--- src/ml_ops_config.svh ---
`ifndef ML_OPS_CONFIG_SVH
`define ML_OPS_CONFIG_SVH

// data word and byte address width
`define ML_DATA_W 32

// words per relu batch, also the buffer depth
`define ML_BATCH 16

// source and destination slots
`define ML_DESC_NUM 2

// address step between consecutive words
`define ML_WORD_BYTES 4

`endif
--- src/ml_ops_pkg.sv ---
`include "ml_ops_config.svh"

package ml_ops_pkg;

  typedef logic [`ML_DATA_W-1:0] word_t;
  typedef logic [`ML_DATA_W-1:0] addr_t;
  typedef logic [`ML_DATA_W-1:0] len_t;

  // 0 to ML_BATCH inclusive
  typedef logic [$clog2(`ML_BATCH):0] batch_cnt_t;
  typedef logic [$clog2(`ML_DESC_NUM)-1:0] desc_idx_t;

  typedef enum logic [3:0] {
    IDLE,
    LOAD,
    SET_ADDR,
    RELU_TAKE,
    RELU_WAIT,
    RELU_GIVE,
    DOTP_TAKE,
    DOTP_WAIT,
    DOTP_GIVE,
    DONE
  } seq_state_t;

endpackage

--- src/ml_ops_top.sv ---
module ml_ops_top (
  input  logic              clk_i,
  input  logic              rst_i,
  input  logic              ml_ops_enable_i,
  input  logic              loading_data_i,
  input  logic              relu_en_i,
  input  logic              dotp_en_i,
  input  logic              ex_ready_i,
  input  ml_ops_pkg::addr_t operand_a_addr_i,
  input  ml_ops_pkg::len_t  operand_b_size_i,
  input  ml_ops_pkg::word_t mem_rd_data_i,
  output ml_ops_pkg::word_t reg_wr_data_o,
  output ml_ops_pkg::word_t mem_wr_data_o,
  output ml_ops_pkg::addr_t mem_addr_o,
  output logic              mem_rd_en_o,
  output logic              mem_wr_en_o,
  output logic              reg_wr_en_o,
  output logic              ml_op_done_o,
  output logic              ml_ready_o
);
  import ml_ops_pkg::*;

  addr_t      src_addr;
  addr_t      dst_addr;
  len_t       src_len;
  logic       rd_sel;
  logic       rd_last;
  logic       ptr_load;
  logic       acc_clr;
  logic       push;
  logic       result_valid;
  logic       fifo_empty;
  word_t      relu_data;
  batch_cnt_t fill;

  ml_desc_regs desc_regs_i (
    .clk_i      (clk_i),
    .rst_i      (rst_i),
    .enable_i   (ml_ops_enable_i),
    .load_i     (loading_data_i),
    .clear_i    (ml_op_done_o),
    .addr_i     (operand_a_addr_i),
    .size_i     (operand_b_size_i),
    .src_addr_o (src_addr),
    .dst_addr_o (dst_addr),
    .src_len_o  (src_len)
  );

  ml_seq_fsm seq_fsm_i (
    .clk_i          (clk_i),
    .rst_i          (rst_i),
    .enable_i       (ml_ops_enable_i),
    .loading_i      (loading_data_i),
    .relu_en_i      (relu_en_i),
    .dotp_en_i      (dotp_en_i),
    .ex_ready_i     (ex_ready_i),
    .fifo_empty_i   (fifo_empty),
    .result_valid_i (result_valid),
    .fill_i         (fill),
    .src_len_i      (src_len),
    .rd_en_o        (mem_rd_en_o),
    .rd_sel_o       (rd_sel),
    .rd_last_o      (rd_last),
    .wr_en_o        (mem_wr_en_o),
    .ptr_load_o     (ptr_load),
    .acc_clr_o      (acc_clr),
    .reg_wr_en_o    (reg_wr_en_o),
    .done_o         (ml_op_done_o),
    .ready_o        (ml_ready_o)
  );

  ml_addr_gen addr_gen_i (
    .clk_i      (clk_i),
    .rst_i      (rst_i),
    .ptr_load_i (ptr_load),
    .rd_en_i    (mem_rd_en_o),
    .rd_sel_i   (rd_sel),
    .wr_en_i    (mem_wr_en_o),
    .src_addr_i (src_addr),
    .dst_addr_i (dst_addr),
    .mem_addr_o (mem_addr_o)
  );

  ml_datapath datapath_i (
    .clk_i          (clk_i),
    .rst_i          (rst_i),
    .rd_en_i        (mem_rd_en_o),
    .rd_sel_i       (rd_sel),
    .rd_last_i      (rd_last),
    .acc_clr_i      (acc_clr),
    .relu_en_i      (relu_en_i),
    .rd_data_i      (mem_rd_data_i),
    .push_o         (push),
    .result_valid_o (result_valid),
    .relu_data_o    (relu_data),
    .acc_o          (reg_wr_data_o)
  );

  ml_batch_fifo batch_fifo_i (
    .clk_i   (clk_i),
    .rst_i   (rst_i),
    .push_i  (push),
    .pop_i   (mem_wr_en_o),
    .din_i   (relu_data),
    .dout_o  (mem_wr_data_o),
    .fill_o  (fill),
    .empty_o (fifo_empty)
  );

endmodule

--- src/ml_batch_fifo.sv ---
`include "ml_ops_config.svh"

module ml_batch_fifo (
  input  logic                   clk_i,
  input  logic                   rst_i,
  input  logic                   push_i,
  input  logic                   pop_i,
  input  ml_ops_pkg::word_t      din_i,
  output ml_ops_pkg::word_t      dout_o,
  output ml_ops_pkg::batch_cnt_t fill_o,
  output logic                   empty_o
);
  import ml_ops_pkg::*;

  localparam int PTR_W = $clog2(`ML_BATCH);

  word_t            mem_q [`ML_BATCH];
  logic [PTR_W-1:0] wr_ptr_q;
  logic [PTR_W-1:0] rd_ptr_q;
  batch_cnt_t       fill_q;
  logic             do_pop;

  assign do_pop = pop_i && (fill_q != '0);

  always_ff @(posedge clk_i) begin
    if (push_i) begin
      mem_q[wr_ptr_q] <= din_i;
    end
  end

  // pointers wrap at the depth
  always_ff @(posedge clk_i or negedge rst_i) begin
    if (!rst_i) begin
      wr_ptr_q <= '0;
      rd_ptr_q <= '0;
      fill_q   <= '0;
    end else begin
      if (push_i) begin
        wr_ptr_q <= wr_ptr_q + 1'b1;
      end
      if (do_pop) begin
        rd_ptr_q <= rd_ptr_q + 1'b1;
      end
      case ({push_i, do_pop})
        2'b10:   fill_q <= fill_q + batch_cnt_t'(1);
        2'b01:   fill_q <= fill_q - batch_cnt_t'(1);
        default: fill_q <= fill_q;
      endcase
    end
  end

  // head word visible for a same cycle write
  assign dout_o  = mem_q[rd_ptr_q];
  assign fill_o  = fill_q;
  assign empty_o = (fill_q == '0);

endmodule

--- src/ml_datapath.sv ---
`include "ml_ops_config.svh"

module ml_datapath (
  input  logic              clk_i,
  input  logic              rst_i,
  input  logic              rd_en_i,
  input  logic              rd_sel_i,
  input  logic              rd_last_i,
  input  logic              acc_clr_i,
  input  logic              relu_en_i,
  input  ml_ops_pkg::word_t rd_data_i,
  output logic              push_o,
  output logic              result_valid_o,
  output ml_ops_pkg::word_t relu_data_o,
  output ml_ops_pkg::word_t acc_o
);
  import ml_ops_pkg::*;

  logic  rd_v_q;
  logic  rd_sel_q;
  logic  rd_last_q;
  logic  mac_v_q;
  logic  mac_last_q;
  word_t a_q;
  word_t b_q;

  // read strobes lined up with the data coming back
  always_ff @(posedge clk_i or negedge rst_i) begin
    if (!rst_i) begin
      rd_v_q     <= 1'b0;
      rd_sel_q   <= 1'b0;
      rd_last_q  <= 1'b0;
      mac_v_q    <= 1'b0;
      mac_last_q <= 1'b0;
      push_o     <= 1'b0;
    end else begin
      rd_v_q     <= rd_en_i;
      rd_sel_q   <= rd_sel_i;
      rd_last_q  <= rd_last_i;
      mac_v_q    <= rd_v_q && rd_sel_q;
      mac_last_q <= rd_v_q && rd_sel_q && rd_last_q;
      push_o     <= rd_v_q && relu_en_i;
    end
  end

  always_ff @(posedge clk_i) begin
    if (rd_v_q && !rd_sel_q) begin
      a_q <= rd_data_i;
    end
    if (rd_v_q && rd_sel_q) begin
      b_q <= rd_data_i;
    end
    // sign bit set means negative for ints and floats alike
    relu_data_o <= rd_data_i[`ML_DATA_W-1] ? '0 : rd_data_i;
  end

  // a_q still holds the matching a word while b_q is consumed
  always_ff @(posedge clk_i or negedge rst_i) begin
    if (!rst_i) begin
      acc_o          <= '0;
      result_valid_o <= 1'b0;
    end else if (acc_clr_i) begin
      acc_o          <= '0;
      result_valid_o <= 1'b0;
    end else if (mac_v_q) begin
      acc_o <= acc_o + a_q * b_q;
      if (mac_last_q) begin
        result_valid_o <= 1'b1;
      end
    end
  end

endmodule

--- src/ml_seq_fsm.sv ---
`include "ml_ops_config.svh"

module ml_seq_fsm (
  input  logic                   clk_i,
  input  logic                   rst_i,
  input  logic                   enable_i,
  input  logic                   loading_i,
  input  logic                   relu_en_i,
  input  logic                   dotp_en_i,
  input  logic                   ex_ready_i,
  input  logic                   fifo_empty_i,
  input  logic                   result_valid_i,
  input  ml_ops_pkg::batch_cnt_t fill_i,
  input  ml_ops_pkg::len_t       src_len_i,
  output logic                   rd_en_o,
  output logic                   rd_sel_o,
  output logic                   rd_last_o,
  output logic                   wr_en_o,
  output logic                   ptr_load_o,
  output logic                   acc_clr_o,
  output logic                   reg_wr_en_o,
  output logic                   done_o,
  output logic                   ready_o
);
  import ml_ops_pkg::*;

  seq_state_t state_q;
  seq_state_t state_d;
  len_t       remain_q;
  len_t       left;
  batch_cnt_t rd_cnt_q;
  batch_cnt_t batch_len_q;
  logic       last_batch_q;
  logic       sel_q;
  logic       batch_end;
  logic       batch_start;
  logic       dotp_end;

  // elements still to read, taken straight from the descriptor at start
  assign left        = (state_q == SET_ADDR) ? src_len_i : remain_q;
  assign batch_end   = (rd_cnt_q + batch_cnt_t'(1)) == batch_len_q;
  assign batch_start = (state_d == RELU_TAKE) && (state_q != RELU_TAKE);
  assign dotp_end    = sel_q && (remain_q == len_t'(1));

  always_ff @(posedge clk_i or negedge rst_i) begin
    if (!rst_i) begin
      state_q      <= IDLE;
      remain_q     <= '0;
      rd_cnt_q     <= '0;
      batch_len_q  <= '0;
      last_batch_q <= 1'b0;
      sel_q        <= 1'b0;
    end else if (!enable_i) begin
      state_q <= IDLE;
      sel_q   <= 1'b0;
    end else begin
      state_q <= state_d;

      if (state_q == SET_ADDR) begin
        remain_q <= src_len_i;
      end else if (rd_en_o && (state_q == RELU_TAKE || sel_q)) begin
        remain_q <= remain_q - len_t'(1);
      end

      // a then b during a dot product
      if (state_q == SET_ADDR) begin
        sel_q <= 1'b0;
      end else if (state_q == DOTP_TAKE) begin
        sel_q <= ~sel_q;
      end

      if (batch_start) begin
        rd_cnt_q     <= '0;
        last_batch_q <= left <= len_t'(`ML_BATCH);
        if (left >= len_t'(`ML_BATCH)) begin
          batch_len_q <= batch_cnt_t'(`ML_BATCH);
        end else begin
          batch_len_q <= batch_cnt_t'(left);
        end
      end else if (state_q == RELU_TAKE) begin
        rd_cnt_q <= rd_cnt_q + batch_cnt_t'(1);
      end
    end
  end

  always_comb begin
    state_d     = state_q;
    rd_en_o     = 1'b0;
    rd_last_o   = 1'b0;
    wr_en_o     = 1'b0;
    ptr_load_o  = 1'b0;
    acc_clr_o   = 1'b0;
    reg_wr_en_o = 1'b0;
    done_o      = 1'b0;
    ready_o     = 1'b0;
    case (state_q)
      IDLE: begin
        ready_o = 1'b1;
        if (loading_i) begin
          state_d = LOAD;
        end
      end
      LOAD: begin
        ready_o = 1'b1;
        if (!loading_i) begin
          state_d = SET_ADDR;
        end
      end
      SET_ADDR: begin
        ptr_load_o = 1'b1;
        acc_clr_o  = 1'b1;
        if (relu_en_i) begin
          state_d = RELU_TAKE;
        end else if (dotp_en_i) begin
          state_d = DOTP_TAKE;
        end else begin
          state_d = DONE;
        end
      end
      RELU_TAKE: begin
        rd_en_o   = 1'b1;
        rd_last_o = batch_end && last_batch_q;
        if (batch_end) begin
          state_d = RELU_WAIT;
        end
      end
      RELU_WAIT: begin
        if (fill_i == batch_len_q) begin
          state_d = RELU_GIVE;
        end
      end
      RELU_GIVE: begin
        if (fifo_empty_i) begin
          state_d = last_batch_q ? DONE : RELU_TAKE;
        end else begin
          wr_en_o = 1'b1;
        end
      end
      DOTP_TAKE: begin
        rd_en_o   = 1'b1;
        rd_last_o = dotp_end;
        if (dotp_end) begin
          state_d = DOTP_WAIT;
        end
      end
      DOTP_WAIT: begin
        if (result_valid_i) begin
          state_d = DOTP_GIVE;
        end
      end
      DOTP_GIVE: begin
        reg_wr_en_o = 1'b1;
        state_d     = DONE;
      end
      DONE: begin
        done_o  = 1'b1;
        ready_o = 1'b1;
        if (ex_ready_i) begin
          state_d = IDLE;
        end
      end
      default: begin
        state_d = IDLE;
      end
    endcase
  end

  assign rd_sel_o = (state_q == DOTP_TAKE) && sel_q;

endmodule

--- src/ml_addr_gen.sv ---
`include "ml_ops_config.svh"

module ml_addr_gen (
  input  logic              clk_i,
  input  logic              rst_i,
  input  logic              ptr_load_i,
  input  logic              rd_en_i,
  input  logic              rd_sel_i,
  input  logic              wr_en_i,
  input  ml_ops_pkg::addr_t src_addr_i,
  input  ml_ops_pkg::addr_t dst_addr_i,
  output ml_ops_pkg::addr_t mem_addr_o
);
  import ml_ops_pkg::*;

  addr_t ptr_a_q;
  addr_t ptr_b_q;
  addr_t ptr_w_q;
  addr_t rd_addr;

  // vector b and the relu destination share the second slot
  always_ff @(posedge clk_i or negedge rst_i) begin
    if (!rst_i) begin
      ptr_a_q <= '0;
      ptr_b_q <= '0;
      ptr_w_q <= '0;
    end else if (ptr_load_i) begin
      ptr_a_q <= src_addr_i;
      ptr_b_q <= dst_addr_i;
      ptr_w_q <= dst_addr_i;
    end else begin
      if (rd_en_i && !rd_sel_i) begin
        ptr_a_q <= ptr_a_q + addr_t'(`ML_WORD_BYTES);
      end
      if (rd_en_i && rd_sel_i) begin
        ptr_b_q <= ptr_b_q + addr_t'(`ML_WORD_BYTES);
      end
      if (wr_en_i) begin
        ptr_w_q <= ptr_w_q + addr_t'(`ML_WORD_BYTES);
      end
    end
  end

  assign rd_addr = rd_sel_i ? ptr_b_q : ptr_a_q;

  // idle bus shows zero
  always_comb begin
    if (wr_en_i) begin
      mem_addr_o = ptr_w_q;
    end else if (rd_en_i) begin
      mem_addr_o = rd_addr;
    end else begin
      mem_addr_o = '0;
    end
  end

endmodule

--- src/ml_desc_regs.sv ---
`include "ml_ops_config.svh"

module ml_desc_regs (
  input  logic              clk_i,
  input  logic              rst_i,
  input  logic              enable_i,
  input  logic              load_i,
  input  logic              clear_i,
  input  ml_ops_pkg::addr_t addr_i,
  input  ml_ops_pkg::len_t  size_i,
  output ml_ops_pkg::addr_t src_addr_o,
  output ml_ops_pkg::addr_t dst_addr_o,
  output ml_ops_pkg::len_t  src_len_o
);
  import ml_ops_pkg::*;

  desc_idx_t slot_q;
  addr_t     addr_q [`ML_DESC_NUM];
  len_t      len_q;

  // one slot per load cycle, restart after each operation
  always_ff @(posedge clk_i or negedge rst_i) begin
    if (!rst_i) begin
      slot_q <= '0;
    end else if (!enable_i || clear_i) begin
      slot_q <= '0;
    end else if (load_i) begin
      slot_q <= desc_idx_t'(slot_q + 1'b1);
    end
  end

  always_ff @(posedge clk_i) begin
    if (enable_i && load_i) begin
      addr_q[slot_q] <= addr_i;
      // destination size is not needed
      if (slot_q == '0) begin
        len_q <= size_i;
      end
    end
  end

  assign src_addr_o = addr_q[0];
  assign dst_addr_o = addr_q[1];
  assign src_len_o  = len_q;

endmodule

--- config.mk ---
export PLATFORM = sky130hd
export DESIGN_NAME = ml_ops_top
export DESIGN_NICKNAME = d
export VERILOG_FILES = /design/src/ml_ops_pkg.sv /design/src/ml_ops_top.sv /design/src/ml_batch_fifo.sv /design/src/ml_datapath.sv /design/src/ml_seq_fsm.sv /design/src/ml_addr_gen.sv /design/src/ml_desc_regs.sv
export VERILOG_INCLUDE_DIRS = /design/src /design/src/src
export SDC_FILE = /design/constraint.sdc
export NUM_CORES = 2
export LEC_CHECK = 0
export BUFFER_PORTS_ARGS = -buffer_cell sky130_fd_sc_hd__buf_2
export CELL_PAD_IN_SITES_DETAIL_PLACEMENT = 0
export CELL_PAD_IN_SITES_GLOBAL_PLACEMENT = 1
export CORE_UTILIZATION = 25
export CTS_CLUSTER_SIZE = 12
export DETAILED_ROUTE_END_ITERATION = 8
export PLACE_DENSITY = 0.46
export SYNTH_ARGS = -nofsm -noshare
export SYNTH_HDL_FRONTEND = slang
export SYNTH_HIERARCHICAL = 1
export SYNTH_SLANG_ARGS = --single-unit
--- constraint.sdc ---
create_clock -name clk_i -period 7.6 [get_ports clk_i]
set_clock_uncertainty 0.15 [all_clocks]
set_input_delay 0.76 -clock clk_i [delete_from_list [all_inputs] [get_ports clk_i]]
set_output_delay 0.76 -clock clk_i [all_outputs]
set_load 0.1 [all_outputs]
==> flow_summary.toml <==
[critical_path]
crit_path_end_kind = "flip-flop"
path_class = "reg -> reg"
r2r_start = "datapath_i/b_q[2]"
crit_start = "datapath_i/b_q[2]"
start_kind = "flip-flop"
cp_data_arrival_time_ps = 7860
critPathMaxFanout = 5
cp.required_ps = 8100

[routing]
first_pass_iters = 7
vias = 34300
wl_per_cell_um = 22.1
vias_per_cell = 4.49
drtAntennaViolNets = 0
drc = 0
wl_mm = 169
drt_iter0_markers = 1855

[synthesis]
ys_ff_latch = 900
synth.top_cells.by_count = "edfxtp_1 (672), inv_1 (528), fa_1 (439)"
synthFlopType = "edfxtp_1"
yosysTopAreaCell = "edfxtp_1"
synth-edff-count = 672
synth_top_area_share_pct = 37.4
synth_nets = 5081
yosysSeqAreaShare_pct = 47.7
synthMostInstantiatedCell = "edfxtp_1"
postSynth.asyncResetShare_pct = 21.9
ys_warn_count = 6
syn_area_per_cell_um2 = 12.3
synth.distinct_cells = 90
synth_area_leaders = "edfxtp_1 (37%), fa_1 (16%), dfrtp_1 (9.1%)"
netlist_instances = 4400
syn_area_mm2 = 0.0540

[finish]
nFillCells = 21900
instances_no_fill = 7649
nNetsFinal = 5391
layout-drive-gt1-share_pct = 14.7
area_growth_pct = 18.0

[floorplan]
rows = 170
core_mm2 = 0.215
start_util_pct = 25.1
die_w_um = 467
die_h_um = 467
dieArea_mm2 = 0.218
ios = 204

[placement]
portBuffers = 203
place_inst = 7355
dp_hpwl_mm = 117
place_congestion = 0.802

[clock_tree]
cts-root-buf = "clkbuf_16"
clock_latency_ps = 780
clockBufferDepth = 3
numCtsBuffers = 110
cts_tree = "built"
htree_levels = 3
clkSlewWorstSetupHoldPaths_ps = 80
clock-sinks = 900

[sta]
fmaxAchievable_ghz = 0.136
maxSlewViolCount = 0
setup_viol_count_final = 0
maxSlewHeadroom_pct = 23.5
finalCritPeriodShare_pct = 96.8
period_needed_ps = 7360
fin_hold_ws_ps = 73.0
hold_viol_final = 0
rsz0062_at_grt = "yes"
worst_pin_slew_ps = 1150

[grt]
grt_pass1_vias = 36300
gr-usage-met1_pct = 21.6
top_usage_layer = "met2"
grt_max_degree = 134
grt_use_met3_pct = 2.21
antenna_found_initial = 13
grt.met2_usage_pct = 25.8
grt_usage_pct = 15.6
grt_pass1_wl_mm = 251
grt_overflow = 0

[min_path]
min_from = "operand_a_addr_i[13]"
hold_class = "in -> reg"

[power_and_ir_drop]
finalPower_uw = 16600
irDropWorstVdd_mv = 0.203
p_leak_uw = 0.0244
pwr_density_cell_mw_per_mm2 = 260

[run]
cap_violations = 0

[run_status]
status = "finished, final reports clean"
## registers in the layout, summed over array words and instances, names as in the netlist, 31 cells and up
signal / count
addr_gen_i/ptr_w_q: 32
desc_regs_i/src_len_o: 32
batch_fifo_i/mem_q: 512
seq_fsm_i/remain_q: 32
datapath_i/acc_o: 32
addr_gen_i/ptr_a_q: 32
datapath_i/a_q: 32
addr_gen_i/ptr_b_q: 32
datapath_i/relu_data_o: 31
desc_regs_i/addr_q: 64
datapath_i/b_q: 32
## final cells by class
| class | instances | area [um^2] | area share (%) |
|---|---|---|---|
| tap | 2838 | 3550 | 5.58 |
| clock inverter | 59 | 762 | 1.20 |
| sequential | 900 | 25700 | 40.4 |
| timing repair buffer | 425 | 3020 | 4.74 |
| multi-input combinational | 2743 | 25500 | 40.0 |
| antenna | 3 | 7.51 | 0.0118 |
| inverter | 530 | 2000 | 3.13 |
| clock buffer | 151 | 3120 | 4.90 |
## report_power, final
part / total [uW] / internal, uW / leakage, uW / switching [uW]
combinational: 4740 / 2030 / 0.0137 / 2710
clock: 5640 / 3360 / 0.00188 / 2280
sequential: 6190 / 5630 / 0.00886 / 557
total: 16600 / 11000 / 0.0244 / 5550
## through the flow
stage,cell area (um^2),TNS [ps],setup WS (ps),util [%]
2_1_floorplan,54000,0,186,-
3_3_place_gp,58900,0,84.6,27.4
3_5_place_dp,58900,0,154,27.4
4_1_cts,63400,0,81.0,29.5
5_1_grt,63700,-284,-113,29.7
6_report,63700,0,239,29.7
## layout by cell type (no fill, tap or decap), types with 17 or more instances in the layout
| master | count |
|---|---|
| a211oi_1 | 23 |
| a21o_1 | 18 |
| a21oi_1 | 77 |
| a221oi_1 | 64 |
| a22oi_1 | 38 |
| a31oi_1 | 38 |
| and2_1 | 327 |
| and4_1 | 20 |
| buf_2 | 202 |
| buf_4 | 148 |
| clkbuf_1 | 24 |
| clkbuf_16 | 115 |
| dfrtp_1 | 192 |
| dfxtp_1 | 31 |
| dlygate4sd3_1 | 58 |
| edfxtp_1 | 672 |
| fa_1 | 438 |
| ha_1 | 139 |
| inv_1 | 526 |
| mux2_2 | 24 |
| mux2i_1 | 180 |
| mux4_2 | 64 |
| nand2_1 | 385 |
| nand2b_1 | 17 |
| nand3_1 | 49 |
| nand4_1 | 39 |
| nor2_1 | 129 |
| nor2_4 | 17 |
| nor2b_1 | 48 |
| nor3_1 | 55 |
| nor4_1 | 41 |
| o21ai_0 | 140 |
| o31ai_1 | 24 |
| or4_1 | 29 |
| xnor2_1 | 94 |
| xor2_1 | 38 |
## cell families (layout without fill, tap and decap cells)
| logic type | after synthesis | after routing | synth area share (%) |
|---|---|---|---|
| other | 1 | 4 | 0.00695 |
| DFF | 900 | 900 | 47.7 |
| muxes | 269 | 269 | 6.54 |
| AOI/OAI and AO/OA | 520 | 520 | 6.40 |
| buffers and inverters | 757 | 1165 | 5.59 |
| and+or+nand+nor | 1242 | 1242 | 12.1 |
| xor gates and xnor gates | 133 | 133 | 2.16 |
| adders and majority gates | 578 | 578 | 19.5 |
## worst paths after layout
path | endpoint | slack [ps] | cells after the start
min in group asynchronous | seq_fsm_i/remain_q[15] | 430 | 2
worst min register to register | addr_gen_i/ptr_a_q[8] | 300 | 2
worst min-delay path | desc_regs_i/addr_q[1][13] | 70 | 1
max in group asynchronous | batch_fifo_i/rd_ptr_q[1] | 5460 | 3
worst max register to register | datapath_i/acc_o[23] | 240 | 26
worst max-delay path | datapath_i/acc_o[23] | 240 | 26
## worst max-delay path: stages, from the launching register on
cell and delay (ps):
edfxtp_1 490, buf_4 200, and2_1 170, fa_1 550, fa_1 430, fa_1 520
inv_1 70, fa_1 540, inv_1 60, fa_1 500, inv_1 50, fa_1 540
inv_1 50, fa_1 480, inv_1 50, fa_1 480, inv_1 50, ha_1 290
a2111oi_2 340, o21ai_1 100, o21a_1 150, a21o_1 180, a21oi_1 150, nor2b_1 70
o311ai_0 340, buf_4 170, o32ai_1 60
## timing repair
action / CTS / global route
gates resized for setup: 0 / 26
endpoints found under the hold margin: 148 / 0
endpoints found under the setup margin: 0 / 8
hold buffers: 58 / 0
buffers inserted: 0 / 22
## routing by layer
metal  wire length [um]  part of all wire (%)
met3               6140                   3.6
met4               2600                   1.5
met1              78800                    47
met5                 69                 0.041
met2              81400                    48
Note: power is estimated with default switching activity, not from simulation.
